File: config.mk
export PLATFORM = sky130hd
export DESIGN_NAME = zx_core_top
export DESIGN_NICKNAME = d
export VERILOG_FILES = /design/src/zx_pkg.sv /design/src/resetter.sv /design/src/zclock.sv /design/src/zsignals.sv /design/src/zports.sv /design/src/zint.sv /design/src/zx_core_top.sv
export SDC_FILE = /design/constraint.sdc
export NUM_CORES = 1
export LEC_CHECK = 0
export BUFFER_PORTS_ARGS = -buffer_cell sky130_fd_sc_hd__buf_2
export CELL_PAD_IN_SITES_DETAIL_PLACEMENT = 1
export CELL_PAD_IN_SITES_GLOBAL_PLACEMENT = 2
export CORE_MARGIN = 4
export CORE_UTILIZATION = 34
export DETAILED_ROUTE_END_ITERATION = 12
export GPL_TIMING_DRIVEN = 0
export HOLD_SLACK_MARGIN = 0.05
export PLACE_DENSITY = 0.84
export SKIP_LAST_GASP = 1
export SYNTH_ARGS = -nofsm -noshare
export SYNTH_HDL_FRONTEND = slang
export SYNTH_SLANG_ARGS = --single-unit
export TNS_END_PERCENT = 100
File: constraint.sdc
create_clock -name fclk -period 2.1 [get_ports fclk]
set_input_delay 0.21 -clock fclk [delete_from_list [all_inputs] [get_ports fclk]]
set_output_delay 0.21 -clock fclk [all_outputs]
set_load 0.01 [all_outputs]
File: src/zx_pkg.sv
package zx_pkg;

  // cpu clock select, value 3 behaves as 14 MHz
  typedef enum logic [1:0] {
    TURBO_3M5 = 2'd0,
    TURBO_7M  = 2'd1,
    TURBO_14M = 2'd2
  } turbo_t;

  typedef enum logic [1:0] {
    PORT_NONE    = 2'd0,
    PORT_FE      = 2'd1,
    PORT_SYSCONF = 2'd2,
    PORT_INTMASK = 2'd3
  } port_sel_t;

  typedef enum logic {
    INT_IDLE   = 1'b0,
    INT_ACTIVE = 1'b1
  } int_state_t;

  // port addresses
  localparam logic [7:0]  PORT_FE_LOW  = 8'hFE;    // low byte only
  localparam logic [15:0] SYSCONF_ADDR = 16'h20AF;
  localparam logic [15:0] INTMASK_ADDR = 16'h2AAF;

  // sysconf: [1:0] turbo, [5] tape sound
  localparam logic [2:0] SYSCONF_TAPE_SOUND_BIT = 3'd5;

  // #FE bits
  localparam logic [2:0] FE_BEEPER_BIT = 3'd4;
  localparam logic [2:0] FE_TAPE_BIT   = 3'd6;

  localparam logic [7:0] IM2_FRAME_VECT = 8'hFF;

  // register values after reset
  localparam logic [7:0] SYSCONF_RESET = 8'h00;
  localparam logic [7:0] INTMASK_RESET = 8'h01;  // frame int on

endpackage

File: src/resetter.sv
`timescale 1ns/1ps

module resetter #(
  parameter int RST_STRETCH = 8
) (
  input  logic fclk,
  input  logic rst,
  output logic core_rst
);

  localparam int CW = $clog2(RST_STRETCH + 1);

  logic [CW-1:0] cnt;

  always_ff @(posedge fclk) begin
    if (rst) begin
      cnt      <= CW'(RST_STRETCH);
      core_rst <= 1'b1;
    end else if (cnt != '0) begin
      cnt      <= cnt - 1'b1;  // hold while draining
      core_rst <= 1'b1;
    end else begin
      core_rst <= 1'b0;
    end
  end

endmodule

File: src/zclock.sv
`timescale 1ns/1ps

module zclock (
  input  logic           fclk,
  input  logic           core_rst,
  input  zx_pkg::turbo_t turbo,
  output logic           clkz_out,
  output logic           zpos,
  output logic           zneg
);

  logic [2:0]     ph;
  logic [2:0]     ph_nxt;
  zx_pkg::turbo_t turbo_r;
  zx_pkg::turbo_t turbo_nxt;
  logic           clk_nxt;

  // counter bit that gives the selected division
  function automatic logic clk_bit(input logic [2:0] p, input zx_pkg::turbo_t t);
    logic b;
    case (t)
      zx_pkg::TURBO_3M5: b = p[2];
      zx_pkg::TURBO_7M:  b = p[1];
      default:           b = p[0];  // 14M and the spare code
    endcase
    return b;
  endfunction

  assign ph_nxt = ph + 3'd1;

  // new speed only from phase 0, where every bit is low
  assign turbo_nxt = (ph == 3'd7) ? turbo : turbo_r;
  assign clk_nxt   = clk_bit(ph_nxt, turbo_nxt);

  always_ff @(posedge fclk) begin
    if (core_rst) begin
      ph       <= 3'd0;
      turbo_r  <= zx_pkg::TURBO_3M5;
      clkz_out <= 1'b0;
    end else begin
      ph       <= ph_nxt;
      turbo_r  <= turbo_nxt;
      clkz_out <= clk_nxt;
    end
  end

  // one cycle ahead of the clkz_out edges
  assign zpos = ~clkz_out & clk_nxt;
  assign zneg = clkz_out & ~clk_nxt;

endmodule

File: src/zsignals.sv
`timescale 1ns/1ps

module zsignals (
  input  logic fclk,
  input  logic core_rst,
  input  logic iorq_n,
  input  logic rd_n,
  input  logic wr_n,
  input  logic m1_n,
  output logic iord,
  output logic iowr,
  output logic iowr_s,
  output logic intack
);

  // {iorq, rd, wr, m1}, active high
  logic [3:0] sync1;
  logic [3:0] sync2;
  logic       iorq;
  logic       rd;
  logic       wr;
  logic       m1;
  logic       iowr_d;

  always_ff @(posedge fclk) begin
    if (core_rst) begin
      sync1 <= 4'b0000;
      sync2 <= 4'b0000;
    end else begin
      sync1 <= ~{iorq_n, rd_n, wr_n, m1_n};
      sync2 <= sync1;
    end
  end

  assign {iorq, rd, wr, m1} = sync2;

  always_ff @(posedge fclk) begin
    if (core_rst) begin
      iord   <= 1'b0;
      iowr   <= 1'b0;
      intack <= 1'b0;
      iowr_d <= 1'b0;
    end else begin
      iord   <= iorq & rd & ~m1;
      iowr   <= iorq & wr & ~m1;
      intack <= iorq & m1;   // int ack cycle
      iowr_d <= iowr;
    end
  end

  assign iowr_s = iowr & ~iowr_d;  // rising edge

endmodule

File: src/zports.sv
`timescale 1ns/1ps

module zports (
  input  logic           fclk,
  input  logic           core_rst,
  input  logic [15:0]    a,
  input  logic [7:0]     din,
  input  logic           iord,
  input  logic           iowr_s,
  input  logic           intack,
  input  logic           tape_in,
  input  logic [7:0]     vect,
  output logic [7:0]     dout,
  output logic           dout_en,
  output zx_pkg::turbo_t turbo,
  output logic           frame_int_en,
  output logic [2:0]     border,
  output logic           beep
);

  zx_pkg::port_sel_t port_sel;
  logic [7:0]        sysconf;
  logic [7:0]        intmask;
  logic              beeper;
  logic [7:0]        fe_rd;

  // full 16-bit match first, #FE only looks at the low byte
  always_comb begin
    if (a == zx_pkg::SYSCONF_ADDR)
      port_sel = zx_pkg::PORT_SYSCONF;
    else if (a == zx_pkg::INTMASK_ADDR)
      port_sel = zx_pkg::PORT_INTMASK;
    else if (a[7:0] == zx_pkg::PORT_FE_LOW)
      port_sel = zx_pkg::PORT_FE;
    else
      port_sel = zx_pkg::PORT_NONE;
  end

  always_ff @(posedge fclk) begin
    if (core_rst) begin
      border  <= 3'd0;
      beeper  <= 1'b0;
      sysconf <= zx_pkg::SYSCONF_RESET;
      intmask <= zx_pkg::INTMASK_RESET;
    end else if (iowr_s) begin
      case (port_sel)
        zx_pkg::PORT_FE: begin
          border <= din[2:0];
          beeper <= din[zx_pkg::FE_BEEPER_BIT];
        end
        zx_pkg::PORT_SYSCONF: sysconf <= din;
        zx_pkg::PORT_INTMASK: intmask <= din;
        default: ;
      endcase
    end
  end

  // keyboard lines float high, only the tape bit is live
  always_comb begin
    fe_rd = 8'hFF;
    fe_rd[zx_pkg::FE_TAPE_BIT] = tape_in;
  end

  always_comb begin
    dout    = 8'hFF;
    dout_en = 1'b0;
    if (intack) begin
      dout    = vect;      // IM2 vector read
      dout_en = 1'b1;
    end else if (iord) begin
      case (port_sel)
        zx_pkg::PORT_FE: begin
          dout    = fe_rd;
          dout_en = 1'b1;
        end
        zx_pkg::PORT_SYSCONF: begin
          dout    = sysconf;
          dout_en = 1'b1;
        end
        zx_pkg::PORT_INTMASK: begin
          dout    = intmask;
          dout_en = 1'b1;
        end
        default: ;
      endcase
    end
  end

  assign turbo        = zx_pkg::turbo_t'(sysconf[1:0]);
  assign frame_int_en = intmask[0];

  // tape mixed into the beeper when enabled
  assign beep = beeper | (sysconf[zx_pkg::SYSCONF_TAPE_SOUND_BIT] & tape_in);

endmodule

File: src/zint.sv
`timescale 1ns/1ps

module zint #(
  parameter int FRAME_TICKS = 71680,
  parameter int INT_LEN     = 32
) (
  input  logic       fclk,
  input  logic       core_rst,
  input  logic       frame_int_en,
  input  logic       intack,
  output logic       int_n,
  output logic [7:0] vect
);

  localparam int FW = $clog2(FRAME_TICKS);
  localparam int LW = $clog2(INT_LEN + 1);

  logic [FW-1:0]      frame_cnt;
  logic               frame_end;
  logic [LW-1:0]      len_cnt;
  zx_pkg::int_state_t state;

  assign frame_end = (frame_cnt == FW'(FRAME_TICKS - 1));

  always_ff @(posedge fclk) begin
    if (core_rst)
      frame_cnt <= '0;
    else if (frame_end)
      frame_cnt <= '0;
    else
      frame_cnt <= frame_cnt + 1'b1;
  end

  always_ff @(posedge fclk) begin
    if (core_rst) begin
      state   <= zx_pkg::INT_IDLE;
      len_cnt <= '0;
    end else begin
      case (state)
        zx_pkg::INT_IDLE: begin
          len_cnt <= '0;
          if (frame_end && frame_int_en)
            state <= zx_pkg::INT_ACTIVE;
        end
        default: begin
          len_cnt <= len_cnt + 1'b1;
          // ends on timeout or when the cpu takes it
          if (intack || len_cnt == LW'(INT_LEN - 1))
            state <= zx_pkg::INT_IDLE;
        end
      endcase
    end
  end

  assign int_n = (state != zx_pkg::INT_ACTIVE);
  assign vect  = zx_pkg::IM2_FRAME_VECT;  // single source, fixed vector

endmodule

File: src/zx_core_top.sv
`timescale 1ns/1ps

module zx_core_top #(
  parameter int FRAME_TICKS = 71680,
  parameter int INT_LEN     = 32,
  parameter int RST_STRETCH = 8
) (
  input  logic        fclk,
  input  logic        rst,
  input  logic        iorq_n,
  input  logic        rd_n,
  input  logic        wr_n,
  input  logic        m1_n,
  input  logic [15:0] a,
  input  logic [7:0]  din,
  input  logic        tape_in,
  output logic        clkz_out,
  output logic        int_n,
  output logic [7:0]  dout,
  output logic        dout_en,
  output logic [2:0]  border,
  output logic        beep
);

  logic             core_rst;
  zx_pkg::turbo_t   turbo;
  logic             iord;
  logic             iowr_s;
  logic             intack;
  logic             frame_int_en;
  logic [7:0]       vect;

  resetter #(.RST_STRETCH(RST_STRETCH)) u_resetter (
    .fclk     (fclk),
    .rst      (rst),
    .core_rst (core_rst)
  );

  // zpos/zneg not needed by this core, left open
  zclock u_zclock (
    .fclk     (fclk),
    .core_rst (core_rst),
    .turbo    (turbo),
    .clkz_out (clkz_out),
    .zpos     (),
    .zneg     ()
  );

  zsignals u_zsignals (
    .fclk     (fclk),
    .core_rst (core_rst),
    .iorq_n   (iorq_n),
    .rd_n     (rd_n),
    .wr_n     (wr_n),
    .m1_n     (m1_n),
    .iord     (iord),
    .iowr     (),
    .iowr_s   (iowr_s),
    .intack   (intack)
  );

  zports u_zports (
    .fclk         (fclk),
    .core_rst     (core_rst),
    .a            (a),
    .din          (din),
    .iord         (iord),
    .iowr_s       (iowr_s),
    .intack       (intack),
    .tape_in      (tape_in),
    .vect         (vect),
    .dout         (dout),
    .dout_en      (dout_en),
    .turbo        (turbo),
    .frame_int_en (frame_int_en),
    .border       (border),
    .beep         (beep)
  );

  zint #(
    .FRAME_TICKS (FRAME_TICKS),
    .INT_LEN     (INT_LEN)
  ) u_zint (
    .fclk         (fclk),
    .core_rst     (core_rst),
    .frame_int_en (frame_int_en),
    .intack       (intack),
    .int_n        (int_n),
    .vect         (vect)
  );

endmodule

==> impl_results.md, run 1 <==
- First-pass GRT wire length: 12.4 mm
- Routed Antenna Nets: 0
- # DRC: 0
- Post-DP HPWL: around 5.5 mm
- Pleak: 1.20 nW
- Top FF cell, synth: dfxtp_1
- Fin util: 42.5%
- FF+latch count, synth: between 60 and 70
- Number of fill cells: 972
- Worst hold slack: 0.0912 ns
- Fin worst setup slack: -0.0183 ns
- Final Cycle Share: 101%
- Crit-path cells: buf_6 > nor4b_4 > o2111ai_2 > or4b_1 > buf_6 > a221o_1 > buf_2
- Fmax: approximately 470 MHz
- Asr flop ratio synth: 0%
- Synth warnings: 0
- Commonest cells in the synthesized netlist: dfxtp_1, nor2_1, nand4_1, a21oi_1, o21ai_0
- Top Ports: 46
- Initial antenna violation count: 0
- Vias in the first global route: 2539
- Startpoint types: input pin
- Register Area: 1340 sq um
- Number of library cell types mapped by synthesis: 44
- Final Max Slew Viols: 0
- Area contributors post-synth: dfxtp_1, nor2_1, nand4_1, xnor2_1, a21oi_1
- DR iter-0 viols: 65
- Worst EP arrival: 1.91 ns
- Fraction of layout cells with a size suffix above 1: 20.6%
- Count leader, synth: dfxtp_1
- Clock H-tree levels: 3
- Cell accounting for the most synthesized area: dfxtp_1
- Setup crit end kind: output port
- Share of the synthesized area in the top cell type: 47.3%
- Die width: between 90 and 100 microns
- CTS buffer count: 9
- Peak VDD IR: 348 uV
- EDFF count, synth: 0
- WL/cell: 15.4 microns
- Crit Path Class: input pin to output port
- Failing checks: negative setup slack
- Total Routing Usage GR: 15.7%
- Clock buffer depth: 2
- Initial Utilization: 34.7%
- Routed WL: between 7 and 8 mm
- Status: finished with violations
- Setup Viol. Count Final: 3
- Row count: 33
- Critical path required time: 1.89 ns
- CP Max Fanout: 7
- N_diodes: 0
- Fin Setup TNS: -0.0280 ns
- Largest net degree at the start of global routing: 11
- Grt total ovfl: 0
- Power per Cell Area: 750 nW/um^2
- Number of port buffers: 45
- Fin. Hold Viols: 0
- Worst Hold Class: input pin to flop
- Cells after Synth: roughly 300
- GPL Wtd Cong: approximately 0.8
- Clock Tree Root: clkbuf_8
- Worst-skew pair later-pin latency: 0.33 ns
- Clock slew at reported path FFs: 0.07 ns
- MaxCap Viol Count: 0
- Tmin final: 2.12 ns
- Multi-input gate area: 1440 sq um
- DRT Pass-1 Iters: 4
- Die area: 9870 sq um
- Mean Syn Cell Area: 9.21 sq um
- Syn Nets: around 350
- Vias per cell: about 5.2
- Worst-Margin Slew: 1.04 ns
- CTS sink count: 67
- Fin nets: 408
- Core Area: 8180 sq um
- Via count: between 2000 and 2500
- Crit path largest cell delay: 0.51 ns
- Layout Skew: around 0.0093 ns
- Slew headroom: 29.8%
- Sequential share of the synthesized area: 47.3%
- CTS tree: yes
- Area growth, synth to finish: 22.5%
- Die Y: 99.3 microns
- Most used cell, CP: buf_6
- RSZ-0062 raised after global routing: true
- Crit path max-delay cell type: or4b_1
- Synthesized cell area: 2840 sq um
through the flow:
stage | setup slack [ns] | total power [mW] | instances | instance area, sq um
global route | -0.0760 | 2.75 | 479 | 3480
floorplan | 0.289 | 1.58 | 308 | 2840
CTS | -0.0530 | 2.65 | 480 | 3470
finish | -0.0183 | 2.61 | 479 | 3480
detailed placement | -0.132 | 1.69 | 458 | 3190
global placement | -0.0773 | 1.68 | 458 | 3190
per-layer routing:
metal	vias up	track usage [%]	part of all wire (%)
met3	15	3.02	4.5
met4	0	7.14	2.3
met5	-	0	0
met2	65	25.8	47
li1	1230	-	-
met1	1170	19.9	46
sequential cells by signal (all words and copies together), names as in the netlist:
register	flops
u_zsignals.iowr_d	1
u_zint.state	1
u_zports.intmask	8
u_zsignals.sync1	4
u_zports.border	3
u_zports.beeper	1
u_zsignals.intack	1
u_zint.len_cnt	6
u_zsignals.iord	1
u_zclock.clkz_out	1
u_resetter.cnt	4
u_zsignals.sync2	4
u_zclock.ph	3
u_zclock.turbo_r	2
u_zint.frame_cnt	17
u_zsignals.iowr	1
u_zports.sysconf	8
u_resetter.core_rst	1
logic make-up after synthesis:
family	Yosys count	share of synthesized area (%)
simple gates	133	26.7
flops	67	47.3
compound gates	53	11.7
buf+inv	22	2.96
xor+xnor	19	5.87
mux	8	2.87
fa+ha+maj	6	2.65
cell type report:
| type | count | share of cell area [%] |
|---|---|---|
| Sequential cell | 67 | 38.6 |
| Buffer | 13 | 1.73 |
| Timing Repair Buffer | 53 | 8.86 |
| Multi-Input combinational cell | 219 | 41.4 |
| Clock inverter | 2 | 0.360 |
| Clock buffer | 12 | 4.46 |
| Tap cell | 105 | 3.78 |
| Inverter | 8 | 0.864 |
critical path, delay by kind of cell:
kind / cells / cell delay [ns]
and+or+nand+nor: 2 / 0.84
AOI/OAI and AO/OA: 2 / 0.46
buffers and inverters: 3 / 0.41
final timing paths:
kind         slack [ns]  depth (start not counted)                  end                start
min                0.09                          2    u_resetter.cnt[0]                  rst
max reg2reg        0.24                          6  u_zports.intmask[2]      u_zsignals.iowr
min reg2reg        0.44                          1  u_zsignals.sync2[3]  u_zsignals.sync1[3]
max               -0.02                          7              dout[0]                a[10]
what timing repair did:
item / CTS / global route
gates resized for setup: 8 / 4
pin swaps: 4 / 4
setup buffers: 4 / 0
cloned: 0 / 0
setup endpoints to repair: 7 / 18
hold endpoints to repair: 4 / 0
hold buffers: 4 / 0
report_power, final:
group | switching [mW] | internal [mW]
sequential | 0.0371 | 1.33
clock | 0.453 | 0.478
combinational | 0.180 | 0.132
total | 0.670 | 1.94
cell usage in the layout (no fill, tap or decap), types with 2 or more instances in the layout:
cell type,Yosys,routed
xor2_1,6,6
dfxtp_1,67,67
buf_4,0,5
o21ai_0,17,17
nor2_2,0,2
nand3b_1,3,3
nand2_1,9,9
a221o_1,6,6
clkbuf_1,13,12
a21oi_1,18,18
and3_2,2,2
nor3_1,6,6
a22oi_1,2,2
a21o_1,3,3
buf_2,1,43
dlygate4sd3_1,0,4
nor4b_4,1,2
nand3_1,11,11
or3_1,4,4
ha_1,6,6
nor4_1,8,8
buf_6,0,3
and3_1,2,2
and2_1,2,2
a211oi_1,2,2
inv_1,8,8
xnor2_1,13,13
nor4bb_1,2,2
clkbuf_8,0,11
nor2_1,41,39
nor2b_1,9,9
nand4_1,22,22
mux2i_1,7,7
(Power assumes the default switching activity.)
==> inputs of run 2 (changes only) <==
Settings changed: TNS_END_PERCENT 100 to 10.
==> impl_results.md, run 2 (synthesis gave the netlist of run 1 again) <==
- Final Power: 2.60 mW (-0.11%)
- Number of port buffers: 45 (unchanged)
- Fin. Hold Viols: 0 (unchanged)
- RSZ-0062 raised after global routing: true
- DRT Pass-1 Iters: 4 (unchanged)
- Clock group share of total power: 35.7% (about the same)
- Fin worst setup slack: -0.0650 ns (-0.0467 ns)
- CTS tree: yes
- Worst-skew pair later-pin latency: 0.33 ns (about the same)
- Critical path required time: 1.89 ns (about the same)
- Status: finished with violations
- Seq pwr share: 52.3% (about the same)
- Top Ports: 46 (unchanged)
- Vias in the first global route: 2539 (unchanged)
- Crit Path Class: input pin to output port
- Row count: 33 (unchanged)
- Regs by FF count: u_zint.frame_cnt: 17 flops, u_zports.intmask: 8 flops, u_zports.sysconf: 8 flops
- Logic pwr share: 12.0% (about the same)
- Fmax: 462 MHz (-2.2%)
- Initial antenna violation count: 0 (unchanged)
- MaxCap Viol Count: 0 (unchanged)
- Die area: 9870 sq um (unchanged)
- Clock slew at reported path FFs: 0.07 ns (about the same)
- Most frequent cells in the layout: dfxtp_1, buf_2, nor2_1, nand4_1, a21oi_1
- Worst EP arrival: 1.95 ns (+0.04 ns)
- Final Cycle Share: 103% (+2.2 points)
- WL/cell: 15.4 microns (about the same)
- Routed Antenna Nets: 0 (unchanged)
- Switching pwr: 0.667 mW (-0.39%)
- Worst Hold Class: input pin to flop
- Area growth, synth to finish: 22.5% (about the same)
- Core Area: 8180 sq um (unchanged)
- Crit-path cells: buf_6 > nor4b_4 > o2111ai_2 > or4b_1 > buf_6 > a221o_1 > buf_2
- Initial Utilization: 34.7% (unchanged)
- Final Max Slew Viols: 0 (unchanged)
- Via count: 2486 (+0.24%)
- GPL Wtd Cong: 0.801 (unchanged)
- Peak VDD IR: 348 uV (about the same)
- Clock Tree Root: clkbuf_8
- Setup crit end kind: output port
- Most common cell after layout, fill and taps aside: dfxtp_1
- Crit path largest cell delay: 0.56 ns (+0.05 ns)
- Routed WL: 7.37 mm (about the same)
- Total Routing Usage GR: 15.7% (unchanged)
- Internal power: 1.94 mW (about the same)
- Clock buffer depth: 2 (unchanged)
- Power per Cell Area: 750 nW/um^2 (about the same)
- CP top delay family: simple AND/OR/NAND/NOR gates
- Post-DP HPWL: 5.49 mm (unchanged)
- Failing checks: negative setup slack
- Die width: 99.3 microns (unchanged)
- Most used cell, CP: buf_6
- Die Y: 99.3 microns (unchanged)
- First-pass GRT wire length: 12.4 mm (unchanged)
- CTS buffer count: 9 (unchanged)
- DR iter-0 viols: 80 (+23%)
- CTS sink count: 67 (unchanged)
- Crit path max-delay cell type: or4b_1
- Tmin final: 2.16 ns (+0.0467 ns)
- Most flops, register: u_zint.frame_cnt
- Fin nets: 408 (unchanged)
- Slew headroom: 31.5% (+1.7 points)
- Fraction of layout cells with a size suffix above 1: 20.3% (-0.27 points)
- Layout Skew: 0.00959 ns (+0.000313 ns)
- Clock H-tree levels: 3 (unchanged)
- CP Max Fanout: 7 (unchanged)
- Grt total ovfl: 0 (unchanged)
- # DRC: 0 (unchanged)
- Largest net degree at the start of global routing: 11 (unchanged)
- Largest register FFs: 17 (unchanged)
- Setup Viol. Count Final: 6 (+3)
- Vias per cell: 5.19 (+0.24%)
- Buf+Inv Stages, Crit Path: 3 (unchanged)
- N_diodes: 0 (unchanged)
- Sw Share: 25.6% (-0.073 points)
- Pleak: 1.20 nW (about the same)
- Worst-Margin Slew: 1.02 ns (-0.0247 ns)
- Worst hold slack: 0.0919 ns (+0.000673 ns)
- Startpoint types: input pin
## run 2: changes by cell type in the layout (fill, tap and decap cells not counted)
cell      delta
buf_4        -1
nor2_2       -1
nor2_1       +1
clkbuf_4     +1
## run 2: final cells by class
cell class              count  area (sq um)
inverters                   8          30.0
clock inverters             2          12.5
flip-flops and latches     67          1340
multi-input cells         219          1440
well taps                 105           131
clock buffers              12           155
fillers                   973          4700
repair buffers             53           308
plain buffers              13          60.1
## run 2: worst reg2reg max path, cell delays in order (launching register included)
cell and delay, ns:
dfxtp_1 0.32, nor2b_1 0.29, and3_2 0.22, clkbuf_1 0.23, clkbuf_1 0.41, nand4_1 0.15
a21oi_1 0.19
## run 2: final timing paths
kind,start,endpoint,slack (ns),cells past startpoint
setup reg to reg,u_zsignals.iowr,u_zports.intmask[2],0.23,6
hold reg to reg,u_zsignals.sync1[3],u_zsignals.sync2[3],0.44,1
hold / removal,rst,u_resetter.cnt[0],0.09,2
setup / recovery,a[12],dout[0],-0.06,7
## run 2: power groups by stage
stage / Sequential, mW / Combinational, mW / Clock, mW
6_report: 1.36 / 0.312 / 0.929
5_1_grt: 1.37 / 0.354 / 1.02
4_1_cts: 1.36 / 0.316 / 0.969
3_5_place_dp: 1.39 / 0.302 / 0
3_3_place_gp: 1.39 / 0.293 / 0
2_1_floorplan: 1.38 / 0.203 / 0
## run 2: layer usage
| layer | GRT usage (%) | vias to the layer above | share of wire [%] |
|---|---|---|---|
| li1 | - | 1232 | - |
| met1 | 19.9 | 1167 | 46 |
| met2 | 25.8 | 73 | 47 |
| met3 | 3.02 | 14 | 5.2 |
| met4 | 7.14 | 0 | 2.1 |
| met5 | 0 | - | 0 |
## run 2: repair_timing
| item | 4_1_cts | 5_1_grt |
|---|---|---|
| setup endpoints to repair | 7 | 18 |
| buffers inserted | 4 | 0 |
| pin swaps | 4 | 1 |
| gates resized for setup | 8 | 2 |
| hold buffers | 4 | 0 |
| gates cloned | 0 | 0 |
| endpoints found under the hold margin | 4 | 0 |
## run 2: per-stage QoR
stage | worst slack (ns) | TNS (ns) | utilization [%] | std cells | area, sq um
5_1_grt | -0.110 | -0.552 | 42.5 | 479 | 3470
6_report | -0.0650 | -0.244 | 42.5 | 479 | 3470
2_1_floorplan | 0.289 | 0 | - | 308 | 2840
4_1_cts | -0.0530 | -0.238 | 42.4 | 480 | 3470
3_5_place_dp | -0.132 | -0.733 | 39.1 | 458 | 3190
3_3_place_gp | -0.0773 | -0.394 | 39.1 | 458 | 3190
